$ cat src/logic/proc_config.svh
// Processor memory and reset configuration
`ifndef PROC_CONFIG_SVH
`define PROC_CONFIG_SVH

// Instruction memory size in 16-bit words
`define PROC_IMEM_DEPTH 256

// Data memory size in 16-bit words
`define PROC_DMEM_DEPTH 256

// First instruction fetched after reset
`define PROC_RESET_PC 16'h0000

`endif

$ cat src/logic/procPkg.sv
// Processor shared types
package procPkg;

   // Opcode lives in instr[15:11], unlisted codes are illegal
   typedef enum logic [4:0] {
      NOP  = 5'd0,
      ADD  = 5'd1,
      SUB  = 5'd2,
      AND  = 5'd3,
      XOR  = 5'd4,
      ADDI = 5'd5,
      LBI  = 5'd6,
      LD   = 5'd7,
      ST   = 5'd8,
      BEQZ = 5'd9,
      BNEZ = 5'd10,
      J    = 5'd11,
      HALT = 5'd12
   } opcodeT;

   typedef enum logic [1:0] {
      FWD_NONE,
      FWD_MEM,
      FWD_WB
   } fwdSelT;

   // R-type: ADD, SUB, AND, XOR
   typedef struct packed {
      logic [4:0] opcode;
      logic [2:0] rs;
      logic [2:0] rt;
      logic [2:0] rd;
      logic [1:0] pad;
   } rFormatT;

   // ADDI, LD, ST (rd is the store data register for ST)
   typedef struct packed {
      logic [4:0] opcode;
      logic [2:0] rs;
      logic [2:0] rd;
      logic [4:0] imm;
   } iFormatT;

   // LBI (regIdx is rd) and BEQZ/BNEZ (regIdx is rs)
   typedef struct packed {
      logic [4:0] opcode;
      logic [2:0] regIdx;
      logic [7:0] imm;
   } wFormatT;

   typedef struct packed {
      logic [4:0]  opcode;
      logic [10:0] offset;
   } jFormatT;

   typedef struct packed {
      logic        valid;
      logic [15:0] pcInc;
      logic [15:0] instr;
   } fdBundleT;

   typedef struct packed {
      logic        valid;
      opcodeT      opcode;
      logic [2:0]  rs;
      logic [2:0]  rt;
      logic [15:0] opA;
      logic [15:0] opB;
      logic [15:0] imm;
      logic [15:0] pcInc;
      logic [2:0]  dest;
      logic        writesReg;
      logic        readsMem;
      logic        writesMem;
      logic        isHalt;
      logic        isIllegal;
   } dxBundleT;

   typedef struct packed {
      logic        valid;
      logic [15:0] result;
      logic [15:0] storeData;
      logic [2:0]  dest;
      logic        writesReg;
      logic        readsMem;
      logic        writesMem;
      logic        isHalt;
      logic        isIllegal;
   } xmBundleT;

   typedef struct packed {
      logic        valid;
      logic [2:0]  dest;
      logic [15:0] value;
      logic        writesReg;
      logic        isHalt;
      logic        isIllegal;
   } wbBundleT;

endpackage

$ cat src/logic/decodeStage.sv
// Instruction decode stage
`timescale 1ns/10ps

module decodeStage (
   input  logic              clk,
   input  logic              rstN,
   input  procPkg::fdBundleT decodeIn,
   input  logic              stall,
   input  logic              flush,
   output logic [2:0]        rdAddrA,
   output logic [2:0]        rdAddrB,
   input  logic [15:0]       rdDataA,
   input  logic [15:0]       rdDataB,
   output procPkg::dxBundleT decodeOut
);

   import procPkg::*;

   opcodeT   op;
   rFormatT  rFmt;
   iFormatT  iFmt;
   wFormatT  wFmt;
   jFormatT  jFmt;
   dxBundleT next;

   assign op   = opcodeT'(decodeIn.instr[15:11]);
   assign rFmt = rFormatT'(decodeIn.instr);
   assign iFmt = iFormatT'(decodeIn.instr);
   assign wFmt = wFormatT'(decodeIn.instr);
   assign jFmt = jFormatT'(decodeIn.instr);

   // Port A is always bits 10..8, port B is rt for R-type and ST
   assign rdAddrA = rFmt.rs;
   assign rdAddrB = (op inside {ADD, SUB, AND, XOR, ST}) ? rFmt.rt : rFmt.rs;

   always_comb begin
      next           = '0;
      next.valid     = decodeIn.valid;
      next.opcode    = op;
      next.rs        = rdAddrA;
      next.rt        = rdAddrB;
      next.opA       = rdDataA;
      next.opB       = rdDataB;
      next.pcInc     = decodeIn.pcInc;
      case (op)
         ADD, SUB, AND, XOR: begin
            next.dest      = rFmt.rd;
            next.writesReg = 1'b1;
         end
         ADDI, LD: begin
            next.imm       = {{11{iFmt.imm[4]}}, iFmt.imm};
            next.dest      = iFmt.rd;
            next.writesReg = 1'b1;
            next.readsMem  = (op == LD);
         end
         ST: begin
            next.imm       = {{11{iFmt.imm[4]}}, iFmt.imm};
            next.writesMem = 1'b1;
         end
         LBI: begin
            next.imm       = {{8{wFmt.imm[7]}}, wFmt.imm};
            next.dest      = wFmt.regIdx;
            next.writesReg = 1'b1;
         end
         BEQZ, BNEZ: begin
            next.imm = {{8{wFmt.imm[7]}}, wFmt.imm};
         end
         J: begin
            next.imm = {{5{jFmt.offset[10]}}, jFmt.offset};
         end
         HALT: begin
            next.isHalt = 1'b1;
         end
         NOP: begin
            next.opcode = NOP;
         end
         default: begin
            // Undefined code retires as a halt that also raises err
            next.opcode    = NOP;
            next.isHalt    = 1'b1;
            next.isIllegal = 1'b1;
         end
      endcase
   end

   // Decode/execute register, stall drops a bubble in
   always_ff @(posedge clk or negedge rstN) begin
      if (!rstN) begin
         decodeOut <= '0;
      end else begin
         decodeOut       <= next;
         decodeOut.valid <= next.valid && !stall && !flush;
      end
   end

   memDirExclusive: assert property (@(posedge clk) disable iff (!rstN)
      decodeOut.valid |-> !(decodeOut.readsMem && decodeOut.writesMem))
      else $error("instruction both reads and writes data memory");

endmodule

$ cat config.mk
export PLATFORM = sky130hd
export DESIGN_NAME = decodeStage
export DESIGN_NICKNAME = d
export VERILOG_FILES = /design/src/logic/proc_config.svh /design/src/logic/procPkg.sv /design/src/logic/decodeStage.sv
export SDC_FILE = /design/constraint.sdc
export NUM_CORES = 1
export LEC_CHECK = 0
export BUFFER_PORTS_ARGS = -buffer_cell sky130_fd_sc_hd__buf_2
export CAP_MARGIN = 20
export CORE_MARGIN = 1.5
export CORE_UTILIZATION = 42
export CTS_CLUSTER_DIAMETER = 50
export DETAILED_ROUTE_END_ITERATION = 6
export PLACE_DENSITY_LB_ADDON = 0.08
export SKIP_CTS_REPAIR_TIMING = 1
export SKIP_LAST_GASP = 1
export SLEW_MARGIN = 10
export SYNTH_ARGS = -nofsm -noshare
export SYNTH_HDL_FRONTEND = slang
export SYNTH_SLANG_ARGS = --single-unit
$ cat constraint.sdc
create_clock -name clk -period 2.52 [get_ports clk]
set_clock_uncertainty 0.05 [all_clocks]
set_input_delay 0.504 -clock clk [delete_from_list [all_inputs] [get_ports clk]]
set_output_delay 0.504 -clock clk [all_outputs]
set_load 0.05 [all_outputs]
==> After elaboration in Yosys (flattened, before gate mapping) <==
Cells that the tools add are included.
{ "op_classes": {"n_eq_ne": 12, "mux": 8, "n_reduce_logical": 13} }
{ "ops": {"columns": ["op", "n"], "rows": [
  ["$pmux 16 s3", 1],
  ["$eq 5x4->1 const B", 5],
  ["$reduce_or 12->1", 2],
  ["$eq 5x3->1 const B", 4],
  ["$reduce_or 13->1", 1],
  ["$pmux 4 s3", 1],
  ["$eq 5x2->1 const B", 2],
  ["$reduce_or 3->1", 2],
  ["$eq 5x1->1 const B", 1],
  ["$logic_not 5->1", 1],
  ["$mux 5", 1],
  ["$reduce_bool 5->1", 1],
  ["$mux 1", 4],
  ["$reduce_or 4->1", 1],
  ["$mux 3", 1],
  ["$logic_and 1x1->1", 2],
  ["$logic_not 1->1", 2],
  ["$reduce_or 2->1", 1]
]} }
{ "totals": {"regBits": 84, "in_bits": 69} }

==> Longest topological paths before layout <==
{ "logic_depth": {"word_depth": 3, "depth_mapped": 5} }

==> Worst setup path before layout <==
No wires, ideal clock.
{ "synth_timing": {"kind": "input-to-output", "start": "input port decodeIn[12] in the netlist's numbering", "end": "output port rdAddrB[0]", "arrival_time_ns": 1.698, "path_slack_ns": 0.268, "stages": 5, "n_path_buf": 2, "cell_sequence": "buf_6 -> o21a_4 -> nor4_4 -> mux2_1 -> buf_4"} }
{ "synth_lines": {"columns": ["element", "line", "rtl"], "rows": [
  ["start, declared", "decodeStage.sv:7", "input procPkg::fdBundleT decodeIn,"],
  ["end, declared", "decodeStage.sv:11", "output logic [2:0] rdAddrB,"]
]} }

==> Final worst setup path <==
{ "layout_timing": {"start": "input port decodeIn[11] in the netlist's numbering", "end": "output port rdAddrB[2]"} }
{ "layout_via": {"elab_chain_cells": 3, "word_cells_on_any_way": 7, "classes_between": "eq/ne: 5; mux: 1; reduce/logical: 1"} }
{ "layout_lines": {"columns": ["element", "line", "rtl"], "rows": [
  ["$eq 5x1->1 (tied with other cells)", "decodeStage.sv:34", "assign rdAddrB = (op inside {ADD, SUB, AND, XOR, ST}) ? rFmt.rt : rFmt.rs;"],
  ["$reduce_bool 5->1 *", "decodeStage.sv:34", null],
  ["$mux 3 *", "decodeStage.sv:34", null]
]} }
Mark *: on every way between the ends. The rest lies on a longest branch, timed or not.

==> metrics.md <==
| Metric | Value |
|---|---|
| Number of endpoints with negative hold slack in the final report | `0` |
| Leading cell type in the layout, fill and taps excluded | `sky130_fd_sc_hd__buf_2` |
| ANT cells | `0` |
| Layout cell share with drive strength beyond 1 | `57.81%` |
| Arrival time worst endpoint | `about 1.9 ns` |
| Run status | `completed` |
| Unrepaired setup endpoints after global routing | `true` |
| Total number of vias | `between 1,500 and 2,000` |
| CTS clk-pin slew, worst paths | `around 0.080 ns` |
| Number of synthesized register bits | `79` |
| Total clock buffers created by CTS | `9` |
| Initial DRC Count | `54` |
| Final number of max-transition violations | `0` |
| Largest net degree at the start of global routing | `80` |
| Upper clock frequency limit | `0.4052 GHz` |
| CP Cell Sequence | `buf_2 -> o31a_1 -> nor4_4 -> buf_4 -> mux2_1 -> buf_2` |
| Power density normalized to cell area | `759.4 nW/um^2` |
| Cell row count | `28` |
| Commonest register cell after synthesis | `sky130_fd_sc_hd__dfrtp_1` |
| Growth of design area from synthesis to finish | `38.80%` |
| H-tree Lvls | `3` |
| Number of clock sinks | `79` |
| Remaining max-slew budget at the tightest pin | `36.80%` |
| Top cells by area in the synthesized netlist | `sky130_fd_sc_hd__dfrtp_1 77%, sky130_fd_sc_hd__buf_4 3.5%, sky130_fd_sc_hd__nor3b_1 2.0%` |
| Number of buffers on the longest clock path | `2` |
| Area of the mapped netlist | `approximately 2600 um^2` |
| Syn_nets | `227` |
| Weighted congestion at the end of routability-driven global placement | `0.7286` |
| Net count reported at finish | `384` |
| Post-synthesis cell type count | `35` |
| Category of the critical setup timing path | `input port to output port` |
| Cell occurring most often along the worst timing path | `sky130_fd_sc_hd__buf_2` |
| Max VDD drop | `345.4 uV` |
| Avg Cell Area, Syn | `16.27 um^2` |
| Vias in the first global route | `1,629` |
| First-pass GRT wire length | `8245 um` |
| Global-route congestion overflow total | `0` |
| Placed wire-length estimate after detailed placement | `4239 um` |
| Top Registers | `decodeOut x79` |
| Placed cell areas | `3364 um^2` |
| TritonCTS clock tree | `done` |
| Root Driver | `sky130_fd_sc_hd__clkbuf_8` |
| Number of maximum-capacitance constraint violations | `0` |
| Warnings from Yosys | `0` |
| Critical path startpoint category | `input port` |
| DRC viols | `0` |
| Routed vias/inst | `4.506` |
| Final setup TNS | `0 ns` |
| Synthesized instance count | `around 160` |
| Vertical extent of the die | `slightly above 80 um` |
| Starting density of the core | `43.41%` |
| Area of the die | `between 6000 and 7000 um^2` |
| Cell accounting for the most synthesized area | `sky130_fd_sc_hd__dfrtp_1` |
| I/O pin count | `159` |
| GRT Total Usage | `17.49%` |
| Transition time of the tightest slew-check pin | `roughly 0.95 ns` |
| Asr flop ratio synth | `100.0%` |
| Commonest cells after routing, fill and taps aside | `155 x sky130_fd_sc_hd__buf_2, 79 x sky130_fd_sc_hd__dfrtp_1, 12 x sky130_fd_sc_hd__clkbuf_8, 7 x sky130_fd_sc_hd__nor3b_1` |
| DIE WIDTH | `~81 um` |
| Register with the most flip-flops | `decodeOut` |
| Hold worst-path end | `decodeOut[22]$_DFF_PN0_` |
| Period utilisation layout | `a little over nine tenths` |
| Portion of synthesized cell area occupied by the leading cell type | `between 70% and 80%` |
| Worst Hold Slack | `0.2162 ns` |
| Post-route standard cell area excluding fillers | `3567 um^2` |
| Sum of internal, switching and leakage power | `approximately 0.0027 W` |
| Antenna-violating nets left | `0` |
| Area of the placeable core | `5921 um^2` |
| Initial antenna violation count | `0` |
| First-pass iteration count of the detailed router | `4` |
| Depth of the worst hold-timing path | `1` |
| Routed wire per std cell | `14.46 um` |
| Total Routed Length | `5710 um` |
| Min-delay src | `decodeIn[30]` |
| Post-synthesis sequential area ratio | `76.92%` |
| CP max FO | `6` |
| Leakage | `between 1.5 and 2 nW` |
| Max FFs per register | `79` |
| Nature of the critical path endpoint | `output port` |
| Path class of the lowest-slack min-delay path | `input port to register` |
| Setup-failing EPs final | `0` |
| Slowest Stage Delay on Critical Path | `approximately 0.33 ns` |
| Library cell contributing the largest single delay on the critical path | `sky130_fd_sc_hd__mux2_1` |
| Time the final worst path needs with I/O delays and setup | `2.468 ns` |
| Worst Path Required | `slightly below 2 ns` |
| Count of buffers inserted at the top-level ports | `158` |
| EDFF count, synth | `0` |
[routing by layer]
layer / part of all wire, % / wire, um / vias up / GRT usage [%]
met1: 40 / 2267 / 843 / 20.56
met5: 0 / 0 / - / 0
met3: 8.2 / 469 / 10 / 5.843
met4: 1.8 / 100 / 0 / 10.17
met2: 50 / 2873 / 91 / 27.92
li1: - / - / 836 / -
[through the flow]
stage / instances / util (%) / setup slack, ns
floorplan: 158 / - / 0.2680
global placement: 378 / 56.83 / 0.1042
finish: 395 / 60.25 / 0.05178
global route: 395 / 60.25 / -0.01002
detailed placement: 378 / 56.83 / 0.07132
CTS: 394 / 59.97 / 0.07148
[cells by family (layout without fill, tap and decap cells)]
logic type      count (synthesis)  after routing  synth area share, %
compound gates                 13             13                4.527
xor+xnor                        1              1               0.3409
buf+inv                        21            183                5.209
flops                          79             79                76.92
mux                             3              3                1.314
other cells                     1              1               0.1459
simple gates                   40             40                11.54
[synth_stat cells (2+ instances only)]
cell type                  count
sky130_fd_sc_hd__dfrtp_1      79
sky130_fd_sc_hd__buf_4        12
sky130_fd_sc_hd__nor3b_1       7
sky130_fd_sc_hd__and2_1        6
sky130_fd_sc_hd__inv_1         5
sky130_fd_sc_hd__a221o_1       3
sky130_fd_sc_hd__mux2_1        3
sky130_fd_sc_hd__nand2_1       3
sky130_fd_sc_hd__nand3_1       3
sky130_fd_sc_hd__nand4_1       3
sky130_fd_sc_hd__o31ai_1       3
sky130_fd_sc_hd__and3_1        2
sky130_fd_sc_hd__and4bb_1      2
sky130_fd_sc_hd__buf_2         2
sky130_fd_sc_hd__nor2_1        2
sky130_fd_sc_hd__nor2b_1       2
sky130_fd_sc_hd__nor3_1        2
sky130_fd_sc_hd__nor4_2        2
[report_power, final]
part           internal, W  switching (W)  leakage (nW)
clock network     0.000440       0.000414        0.0967
logic             0.000120       0.000390         0.873
registers          0.00133      0.0000144         0.960
[layout make-up]
type	instances	area (um^2)
multi-input cells	58	462.9
well taps	75	93.84
clock inverters	2	13.76
inverters	5	18.77
flip-flops and latches	79	1977
repair buffers	162	828.3
clock buffers	14	172.7
fillers	507	2354
[worst max-delay path by stage]
stage,start,end,slack (ns),depth (start not counted)
2_1_floorplan,decodeIn[12],rdAddrB[0],0.27,5
3_3_place_gp,decodeIn[11],rdAddrB[1],0.10,5
3_5_place_dp,decodeIn[11],rdAddrB[1],0.07,5
4_1_cts,decodeIn[11],rdAddrB[1],0.07,5
5_1_grt,decodeIn[11],rdAddrB[2],-0.01,6
6_report,decodeIn[11],rdAddrB[2],0.05,6
[critical path: cells and delay by family]
| family | cells | cell delay (ns) |
|---|---|---|
| multiplexers | 1 | 0.33 |
| AND/OR/NAND/NOR | 1 | 0.24 |
| AO/OA/AOI/OAI | 1 | 0.31 |
| buffers and inverters | 3 | 0.53 |
(Power assumes the default switching activity.)
